===== src/verilog/axi_ic_pkg.sv =====
package axi_ic_pkg;

    localparam int MST_ID_W  = 2;    // id as issued by a master
    localparam int SLV_ID_W  = 4;    // id as seen by a slave
    localparam int N_MST     = 4;
    localparam int N_SLV     = 2;
    localparam int MST_IDX_W = $clog2(N_MST);

    localparam int S0_ADDR_W = 28;   // memory window
    localparam int S1_ADDR_W = 4;    // register window

    // upper bits name the master, lower bits are its own id
    typedef struct packed {
        logic [MST_IDX_W-1:0] mst;
        logic [MST_ID_W-1:0]  tag;
    } slv_id_s;

    typedef union packed {
        logic [SLV_ID_W-1:0] raw;
        slv_id_s             f;
    } slv_id_u;

    typedef struct packed {
        logic [31:0]         addr;
        logic [7:0]          len;    // beats - 1
        logic [MST_ID_W-1:0] id;
    } addr_req_t;

    typedef struct packed {
        logic [31:0] addr;           // stripped, upper bits zero
        logic [7:0]  len;
        slv_id_u     id;
    } slv_addr_t;

    typedef struct packed {
        logic [31:0] data;
        logic [3:0]  strb;
        logic        last;
    } wr_beat_t;

    typedef struct packed {
        logic [31:0] data;
        logic        last;
        slv_id_u     id;
    } rd_beat_t;

endpackage

===== src/verilog/axi_interconnect.sv =====
module axi_interconnect
    import axi_ic_pkg::*;
#(
    parameter logic [31:0] S0_BASE  = 32'h0000_0000,
    parameter logic [31:0] S0_LAST  = 32'h0FFF_FFFF,
    parameter logic [31:0] S1_BASE  = 32'h1000_0000,
    parameter logic [31:0] S1_LAST  = 32'h1000_000F,
    parameter int          WR_DEPTH = 4
)(
    input  logic             clk,
    input  logic             BUS_RST,

    // master side
    input  addr_req_t        m_aw [N_MST],
    input  logic [N_MST-1:0] m_aw_valid,
    output logic [N_MST-1:0] m_aw_ready,
    input  wr_beat_t         m_w [N_MST],
    input  logic [N_MST-1:0] m_w_valid,
    output logic [N_MST-1:0] m_w_ready,
    input  addr_req_t        m_ar [N_MST],
    input  logic [N_MST-1:0] m_ar_valid,
    output logic [N_MST-1:0] m_ar_ready,
    output rd_beat_t         m_r [N_MST],
    output logic [N_MST-1:0] m_r_valid,
    input  logic [N_MST-1:0] m_r_ready,

    // slave side
    output slv_addr_t        s_aw [N_SLV],
    output logic [N_SLV-1:0] s_aw_valid,
    input  logic [N_SLV-1:0] s_aw_ready,
    output wr_beat_t         s_w [N_SLV],
    output logic [N_SLV-1:0] s_w_valid,
    input  logic [N_SLV-1:0] s_w_ready,
    output slv_addr_t        s_ar [N_SLV],
    output logic [N_SLV-1:0] s_ar_valid,
    input  logic [N_SLV-1:0] s_ar_ready,
    input  rd_beat_t         s_r [N_SLV],
    input  logic [N_SLV-1:0] s_r_valid,
    output logic [N_SLV-1:0] s_r_ready
);

    addr_req_t            aw_bus;
    logic                 aw_bus_valid;
    logic [MST_IDX_W-1:0] aw_bus_mst;
    logic                 aw_bus_ready;
    addr_req_t            ar_bus;
    logic                 ar_bus_valid;
    logic [MST_IDX_W-1:0] ar_bus_mst;
    logic                 ar_bus_ready;
    logic                 wq_push;
    logic                 wq_slv;
    logic                 wq_full;

    // write address path
    addr_arbiter u_aw_arb (
        .clk(clk), .BUS_RST(BUS_RST),
        .req(m_aw), .req_valid(m_aw_valid), .req_ready(m_aw_ready),
        .bus_req(aw_bus), .bus_valid(aw_bus_valid), .bus_mst(aw_bus_mst),
        .bus_ready(aw_bus_ready)
    );

    addr_decoder #(
        .S0_BASE(S0_BASE), .S0_LAST(S0_LAST), .S1_BASE(S1_BASE), .S1_LAST(S1_LAST)
    ) u_aw_dec (
        .bus_req(aw_bus), .bus_valid(aw_bus_valid), .bus_mst(aw_bus_mst),
        .bus_ready(aw_bus_ready), .accept_ok(!wq_full),
        .slv_req(s_aw), .slv_valid(s_aw_valid), .slv_ready(s_aw_ready),
        .push(wq_push), .push_slv(wq_slv)
    );

    // read address path, no order tracking needed
    addr_arbiter u_ar_arb (
        .clk(clk), .BUS_RST(BUS_RST),
        .req(m_ar), .req_valid(m_ar_valid), .req_ready(m_ar_ready),
        .bus_req(ar_bus), .bus_valid(ar_bus_valid), .bus_mst(ar_bus_mst),
        .bus_ready(ar_bus_ready)
    );

    addr_decoder #(
        .S0_BASE(S0_BASE), .S0_LAST(S0_LAST), .S1_BASE(S1_BASE), .S1_LAST(S1_LAST)
    ) u_ar_dec (
        .bus_req(ar_bus), .bus_valid(ar_bus_valid), .bus_mst(ar_bus_mst),
        .bus_ready(ar_bus_ready), .accept_ok(1'b1),
        .slv_req(s_ar), .slv_valid(s_ar_valid), .slv_ready(s_ar_ready),
        .push(), .push_slv()
    );

    wr_data_router #(.WR_DEPTH(WR_DEPTH)) u_wr (
        .clk(clk), .BUS_RST(BUS_RST),
        .push(wq_push), .push_mst(aw_bus_mst), .push_slv(wq_slv), .full(wq_full),
        .mst_beat(m_w), .mst_valid(m_w_valid), .mst_ready(m_w_ready),
        .slv_beat(s_w), .slv_valid(s_w_valid), .slv_ready(s_w_ready)
    );

    rd_data_router u_rd (
        .clk(clk), .BUS_RST(BUS_RST),
        .slv_beat(s_r), .slv_valid(s_r_valid), .slv_ready(s_r_ready),
        .mst_beat(m_r), .mst_valid(m_r_valid), .mst_ready(m_r_ready)
    );

endmodule


===== src/verilog/rd_data_router.sv =====
module rd_data_router
    import axi_ic_pkg::*;
(
    input  logic             clk,
    input  logic             BUS_RST,

    input  rd_beat_t         slv_beat [N_SLV],
    input  logic [N_SLV-1:0] slv_valid,
    output logic [N_SLV-1:0] slv_ready,

    output rd_beat_t         mst_beat [N_MST],
    output logic [N_MST-1:0] mst_valid,
    input  logic [N_MST-1:0] mst_ready
);

    logic                 locked;
    logic                 lock_slv;
    logic                 sel;
    rd_beat_t             cur;
    logic                 cur_valid;
    logic [MST_IDX_W-1:0] dest;
    logic                 hs;
    logic                 burst_end;

    // slave 0 first when free, otherwise stay on the locked stream
    assign sel       = locked ? lock_slv : !slv_valid[0];
    assign cur       = slv_beat[sel];
    assign cur_valid = slv_valid[sel];
    assign dest      = cur.id.f.mst;     // upper id bits name the master

    assign hs        = cur_valid && mst_ready[dest];
    assign burst_end = hs && cur.last;

    always_comb begin
        mst_valid = '0;
        slv_ready = '0;
        for (int m = 0; m < N_MST; m++) begin
            mst_beat[m] = cur;
        end
        mst_valid[dest] = cur_valid;
        slv_ready[sel]  = mst_ready[dest];
    end

    always_ff @(posedge clk) begin
        if (BUS_RST) begin
            locked   <= 1'b0;
            lock_slv <= 1'b0;
        end else if (!locked) begin
            // single-beat bursts never lock
            if (cur_valid && !burst_end) begin
                locked   <= 1'b1;
                lock_slv <= sel;
            end
        end else if (burst_end) begin
            locked <= 1'b0;
        end
    end

    // a locked stream carries one burst, so one id
    a_lock_id: assert property (
        @(posedge clk) disable iff (BUS_RST)
        locked && cur_valid && !burst_end
            |=> (!cur_valid || cur.id.raw == $past(cur.id.raw))
    );

endmodule


===== src/verilog/wr_data_router.sv =====
module wr_data_router
    import axi_ic_pkg::*;
#(
    parameter int WR_DEPTH = 4
)(
    input  logic                 clk,
    input  logic                 BUS_RST,

    input  logic                 push,
    input  logic [MST_IDX_W-1:0] push_mst,
    input  logic                 push_slv,
    output logic                 full,

    input  wr_beat_t             mst_beat [N_MST],
    input  logic [N_MST-1:0]     mst_valid,
    output logic [N_MST-1:0]     mst_ready,

    output wr_beat_t             slv_beat [N_SLV],
    output logic [N_SLV-1:0]     slv_valid,
    input  logic [N_SLV-1:0]     slv_ready
);

    localparam int PTR_W = $clog2(WR_DEPTH);

    // order queue, one entry per accepted write address
    logic [MST_IDX_W-1:0] q_mst [WR_DEPTH];
    logic                 q_slv [WR_DEPTH];
    logic [PTR_W-1:0]     wr_ptr;
    logic [PTR_W-1:0]     rd_ptr;
    logic [PTR_W:0]       count;

    logic [MST_IDX_W-1:0] head_mst;
    logic                 head_slv;
    logic                 head_ok;
    logic                 pop;

    function automatic logic [PTR_W-1:0] ptr_inc(input logic [PTR_W-1:0] p);
        return (p == PTR_W'(WR_DEPTH - 1)) ? '0 : p + 1'b1;
    endfunction

    assign head_mst = q_mst[rd_ptr];
    assign head_slv = q_slv[rd_ptr];
    assign head_ok  = (count != '0);
    assign full     = (count == (PTR_W+1)'(WR_DEPTH));

    // burst done once its last beat is taken
    assign pop = head_ok && mst_valid[head_mst] && slv_ready[head_slv]
                 && mst_beat[head_mst].last;

    always_comb begin
        mst_ready = '0;
        slv_valid = '0;
        for (int s = 0; s < N_SLV; s++) begin
            slv_beat[s] = mst_beat[head_mst];
        end
        if (head_ok) begin
            slv_valid[head_slv] = mst_valid[head_mst];
            mst_ready[head_mst] = slv_ready[head_slv];
        end
    end

    always_ff @(posedge clk) begin
        if (push) begin
            q_mst[wr_ptr] <= push_mst;
            q_slv[wr_ptr] <= push_slv;
        end
    end

    always_ff @(posedge clk) begin
        if (BUS_RST) begin
            wr_ptr <= '0;
            rd_ptr <= '0;
            count  <= '0;
        end else begin
            if (push) wr_ptr <= ptr_inc(wr_ptr);
            if (pop)  rd_ptr <= ptr_inc(rd_ptr);
            case ({push, pop})
                2'b10:   count <= count + 1'b1;
                2'b01:   count <= count - 1'b1;
                default: ;                         // both or neither
            endcase
        end
    end

    // the decoder must hold off acceptance while the queue is full
    a_no_push_full: assert property (
        @(posedge clk) disable iff (BUS_RST) push |-> !full
    );

endmodule


===== src/verilog/addr_decoder.sv =====
module addr_decoder
    import axi_ic_pkg::*;
#(
    parameter logic [31:0] S0_BASE = 32'h0000_0000,
    parameter logic [31:0] S0_LAST = 32'h0FFF_FFFF,
    parameter logic [31:0] S1_BASE = 32'h1000_0000,
    parameter logic [31:0] S1_LAST = 32'h1000_000F
)(
    input  addr_req_t            bus_req,
    input  logic                 bus_valid,
    input  logic [MST_IDX_W-1:0] bus_mst,
    output logic                 bus_ready,
    input  logic                 accept_ok,    // low stalls acceptance

    output slv_addr_t            slv_req [N_SLV],
    output logic [N_SLV-1:0]     slv_valid,
    input  logic [N_SLV-1:0]     slv_ready,

    output logic                 push,
    output logic                 push_slv
);

    logic    in_s0;
    logic    in_s1;
    logic    slv_sel;    // 0 memory, 1 registers
    slv_id_u sid;

    assign in_s0 = (bus_req.addr >= S0_BASE) && (bus_req.addr <= S0_LAST);
    assign in_s1 = (bus_req.addr >= S1_BASE) && (bus_req.addr <= S1_LAST);

    // register window wins on overlap, unmapped goes to slave 1 as well
    assign slv_sel = !in_s0 || in_s1;

    always_comb begin
        sid.f.mst = bus_mst;
        sid.f.tag = bus_req.id;

        slv_req[0] = '{addr: {{(32-S0_ADDR_W){1'b0}}, bus_req.addr[S0_ADDR_W-1:0]},
                       len: bus_req.len, id: sid};
        slv_req[1] = '{addr: {{(32-S1_ADDR_W){1'b0}}, bus_req.addr[S1_ADDR_W-1:0]},
                       len: bus_req.len, id: sid};

        slv_valid          = '0;
        slv_valid[slv_sel] = bus_valid && accept_ok;
    end

    assign bus_ready = slv_ready[slv_sel] && accept_ok;

    // accepted address, tells the write router who talks to whom
    assign push     = bus_valid && bus_ready;
    assign push_slv = slv_sel;

endmodule


===== src/verilog/addr_arbiter.sv =====
module addr_arbiter
    import axi_ic_pkg::*;
(
    input  logic                 clk,
    input  logic                 BUS_RST,

    input  addr_req_t            req [N_MST],
    input  logic [N_MST-1:0]     req_valid,
    output logic [N_MST-1:0]     req_ready,

    output addr_req_t            bus_req,
    output logic                 bus_valid,
    output logic [MST_IDX_W-1:0] bus_mst,
    input  logic                 bus_ready
);

    logic [MST_IDX_W-1:0] grant;
    logic [MST_IDX_W-1:0] grant_nxt;
    logic                 bus_free;

    // free when nothing is offered or the current request just went through
    assign bus_free = !bus_valid || bus_ready;

    always_comb begin
        grant_nxt = grant;
        if (bus_free) begin
            grant_nxt = '0;    // idle default is master 0
            // walk down so the lowest index wins
            for (int i = N_MST - 1; i >= 0; i--) begin
                if (req_valid[i]) begin
                    grant_nxt = MST_IDX_W'(i);
                end
            end
        end
    end

    always_ff @(posedge clk) begin
        if (BUS_RST) begin
            grant <= '0;
        end else begin
            grant <= grant_nxt;
        end
    end

    // payload straight from the granted master
    assign bus_req   = req[grant];
    assign bus_valid = req_valid[grant];
    assign bus_mst   = grant;

    always_comb begin
        req_ready        = '0;
        req_ready[grant] = bus_ready;   // losers see ready low
    end

    // a pending request keeps its grant and payload until the slave takes it
    a_grant_hold: assert property (
        @(posedge clk) disable iff (BUS_RST)
        bus_valid && !bus_ready |=> bus_valid && bus_mst == $past(bus_mst)
            && bus_req == $past(bus_req)
    );

endmodule


===== config.mk =====
export PLATFORM = sky130hd
export DESIGN_NAME = axi_interconnect
export DESIGN_NICKNAME = d
export VERILOG_FILES = /design/src/verilog/axi_ic_pkg.sv /design/src/verilog/axi_interconnect.sv /design/src/verilog/rd_data_router.sv /design/src/verilog/wr_data_router.sv /design/src/verilog/addr_decoder.sv /design/src/verilog/addr_arbiter.sv
export SDC_FILE = /design/constraint.sdc
export NUM_CORES = 1
export LEC_CHECK = 0
export BUFFER_PORTS_ARGS = -buffer_cell sky130_fd_sc_hd__buf_2
export CAP_MARGIN = 10
export CORE_AREA = 2 2 392 394
export DETAILED_ROUTE_END_ITERATION = 16
export DIE_AREA = 0 0 394 396
export PLACE_DENSITY_LB_ADDON = 0.3
export SETUP_SLACK_MARGIN = 0.3
export SYNTH_ARGS = -nofsm -noshare
export SYNTH_HDL_FRONTEND = slang
export SYNTH_SLANG_ARGS = --single-unit

===== constraint.sdc =====
create_clock -name clk -period 4.3 [get_ports clk]
set_clock_uncertainty 0.05 [all_clocks]
set_input_delay 0.215 -clock clk [delete_from_list [all_inputs] [get_ports clk]]
set_output_delay 0.215 -clock clk [all_outputs]
set_load 0.02 [all_outputs]

==> flow_summary_export.csv <==
group,metric,value,unit
die,ios,1006,
pwr,combPwrFrac,79.8,%
logic_synthesis,yosys.area_share.simple,12.59,%
logic_synthesis,synth_fa_ha_area_share,1.422,%
logic_synthesis,synth-xor-area-share,0.2619,%
pwr,p_sw,0.001671,W
sta,rsz0062_at_grt,"no",
die,die_x,394,um
cts,cts.repair.resized,0,
drt,drt-pass1-iter-count,4,
placed_design,gp_congestion,0.8812,
pwr,clockPowerShare,9.1,%
cts,cts_tree,"built",
die,rows,143,
logic_synthesis,async_reset_ff_share,0,%
worst_setup_path,crit_type,"flip-flop to primary output",
placed_design,dp_hpwl,65210,um
die,initial_core_util,4.413,%
logic_synthesis,muxShareOfSynthArea,42.53,%
pwr,ir_drop,0.1395,mV
worst_setup_path,endpoint_kind,"primary output",
sta,slew_viol_final,0,
cts,htreeDepth,1,
cts,hold_buffers,0,
die,die_y,396,um
cts,cts_root_buf,"clkbuf_16",
pwr,switching_share,59.16,%
worst_setup_path,crit_fanout,51,
sta,finalSetupViolCount,0,
placed_design,portBuffers,941,
worst_hold_path,hp-class,"primary input to flip-flop",
sta,max_freq,304.3,MHz
drt,drtIter0Drc,518,
die,core-area,0.1515,mm2
finish,stdcell_area,0.01240,mm2
logic_synthesis,synth-compound-area-share,2.657,%
global_route,gr-usage-all-layers,8.318,%
drt,num_vias,8542,
sta,hold_viol_final,0,
finish,ff_latch_area,673.1,um2
finish,drive_gt1_share,76.46,%
sta,layout_min_cycle_time,3287,ps
logic_synthesis,netlist_instances,684,
cts,cts_buffer_depth,2,
die,die_area,0.1560,mm2
sta,period_share,76.43,%
cts,cts_buffers,3,
finish,mostFrequentLayoutCells,"buf_2, mux4_2, nand2_1, conb_1, nor2_1",
logic_synthesis,yosys_warnings,0,
cts,clkTransAtPathRegs,90,ps
pwr,cellPowerDensity,227.8,mW/mm2
global_route,grt_max_degree,51,
finish,fill_cells,17898,
logic_synthesis,synth_top_family_by_area,"multiplexers",
job,maxCapViolations,0,
drt,drt_wl_total,69560,um
logic_synthesis,synth.avg_cell_area,9.777,um2
global_route,grt_pass1_vias,8142,
pwr,p_leak,5.674,nW
sta,fin_setup_tns,0,ps
global_route,overflow,0,
placed_design,dp_slack,777.2,ps
run_status,outcome,"complete, no violations",
drt,drc,0,
worst_setup_path,cp-start-kind,"flip-flop",
finish,syn_to_final_growth,85.48,%
drt,routedWlPerCell,20.04,um
finish,fin_nets,2011,
logic_synthesis,synth_edf_count,12,
drt,ant_nets,0,
logic_synthesis,syn_area,0.006688,mm2
finish,multi_input_area,0.004238,mm2
placed_design,placed_cell_area,0.01227,mm2
sta,worst_slack,1013,ps
logic_synthesis,ys_types,45,
pwr,internal_power,0.001154,W
finish,fin_cells,3471,
pwr,seq_power_share,11.1,%
global_route,grt_pass1_wl,83710,um
cts,post_cts_buffers,0,
cts,clk_latency,300,ps
drt,post_drt_via_cell_ratio,2.461,
worst_setup_path,cp.arrival,3020,ps
logic_synthesis,synth-seq-cells,27,
finish,final_common_cell,"buf_2",
cts,clock_sinks,27,
logic_synthesis,synth-main-ff-cell,"dfxtp_1",
sta,worst_pin_slew,897.0,ps
sta,relSlewSlack,40.20,%
global_route,antenna_found_initial,51,
worst_setup_path,critical_path_required,4030,ps
logic_synthesis,synth_seq_area_share,9.878,%
placed_design,dp.cells,3445,
-- per-layer routing --
layer | vias up | wire length (um) | track usage (%) | share of wire [%]
met5 | - | 46 | 0 | 0.066
met4 | 6 | 1963 | 2.251 | 2.8
met3 | 70 | 4771 | 1.401 | 6.9
met2 | 619 | 33000 | 13.97 | 47
met1 | 4167 | 29780 | 10.93 | 43
li1 | 3680 | - | - | -
-- registers in the layout, indices dropped and copies added (netlist names), named ones only --
register          cells
u_wr.q_mst            8
u_wr.q_slv            4
u_wr.count            3
u_ar_arb.bus_mst      2
u_aw_arb.bus_mst      2
u_wr.rd_ptr           2
u_wr.wr_ptr           2
u_rd.lock_slv         1
u_rd.locked           1
-- synthesized netlist by cell type (2+ instances only) --
cell type / count / area [um2]
buf_4: 245 / 1839
a31oi_1: 2 / 12.51
nor3_1: 8 / 40.04
edfxtp_1: 12 / 360.4
and3b_1: 2 / 17.52
inv_1: 12 / 45.04
dfxtp_1: 15 / 300.3
o211ai_1: 2 / 15.01
nor2_1: 34 / 127.6
or3_1: 2 / 12.51
a21oi_1: 6 / 30.03
mux4_2: 118 / 2658
nand3_1: 2 / 10.01
buf_6: 2 / 22.52
nand3b_1: 2 / 15.01
nor4b_1: 2 / 17.52
nand2_1: 113 / 424.2
mux2i_1: 9 / 90.09
xor2_1: 2 / 17.52
clkbuf_1: 16 / 60.06
and2_1: 6 / 37.54
and3_1: 5 / 31.28
mux2_2: 5 / 56.30
buf_2: 10 / 50.05
ha_1: 6 / 75.07
nor3b_1: 3 / 22.52
o21ai_0: 6 / 30.03
nor4_1: 9 / 56.30
buf_1: 8 / 30.03
o31ai_1: 2 / 15.01
a21boi_0: 4 / 30.03
-- final timing paths --
kind                          to  cells past startpoint                start  slack [ps]
max                m_ar_ready[3]                      7  u_ar_arb.bus_mst[1]        1010
min          u_aw_arb.bus_mst[0]                      4        m_aw_valid[0]         180
max reg2reg        u_wr.count[2]                     10            flip-flop        1190
min reg2reg       u_wr.rd_ptr[0]                      2       u_wr.rd_ptr[0]         460
-- stage by stage --
step	power [W]	util [%]	hold WS, ps
3_5_place_dp	0.002648	8.094	443.9
3_3_place_gp	0.002655	8.094	468.8
5_1_grt	0.002994	8.165	210.0
4_1_cts	0.002938	8.149	150.4
6_report	0.002825	8.185	180.9
2_1_floorplan	0.001768	-	268.5
-- power groups by stage --
stage	clock, W	sequential (W)	combinational (W)
CTS	0.000285	0.000318	0.00233
finish	0.000257	0.000314	0.00225
global route	0.000286	0.000320	0.00239
global placement	0	0.000324	0.00233
floorplan	0	0.000299	0.00147
detailed placement	0	0.000323	0.00232
-- critical path, stage by stage, from the launching register on --
cell and delay [ps]:
dfxtp_4 940, nor4b_1 140, a22oi_1 610, a21boi_0 240
a31oi_1 220, buf_4 190, and3b_1 180, buf_2 150
-- layout make-up --
class / instances / share of cell area (%)
timing repair buffer: 949 / 38.45
multi-input combinational: 427 / 34.16
tap: 2030 / 20.48
sequential: 27 / 5.427
clock buffer: 3 / 0.6052
antenna: 22 / 0.4438
inverter: 12 / 0.3631
clock inverter: 1 / 0.07061
-- kinds of logic (layout without fill, tap and decap cells) --
kind of cell / count (synthesis) / in the layout
compound gates: 28 / 28
mux: 134 / 134
flops: 27 / 27
other cells: 1 / 86
simple gates: 192 / 192
buf+inv: 293 / 965
xor+xnor: 2 / 2
fa+ha+maj: 7 / 7
(Power assumes the default switching activity.)
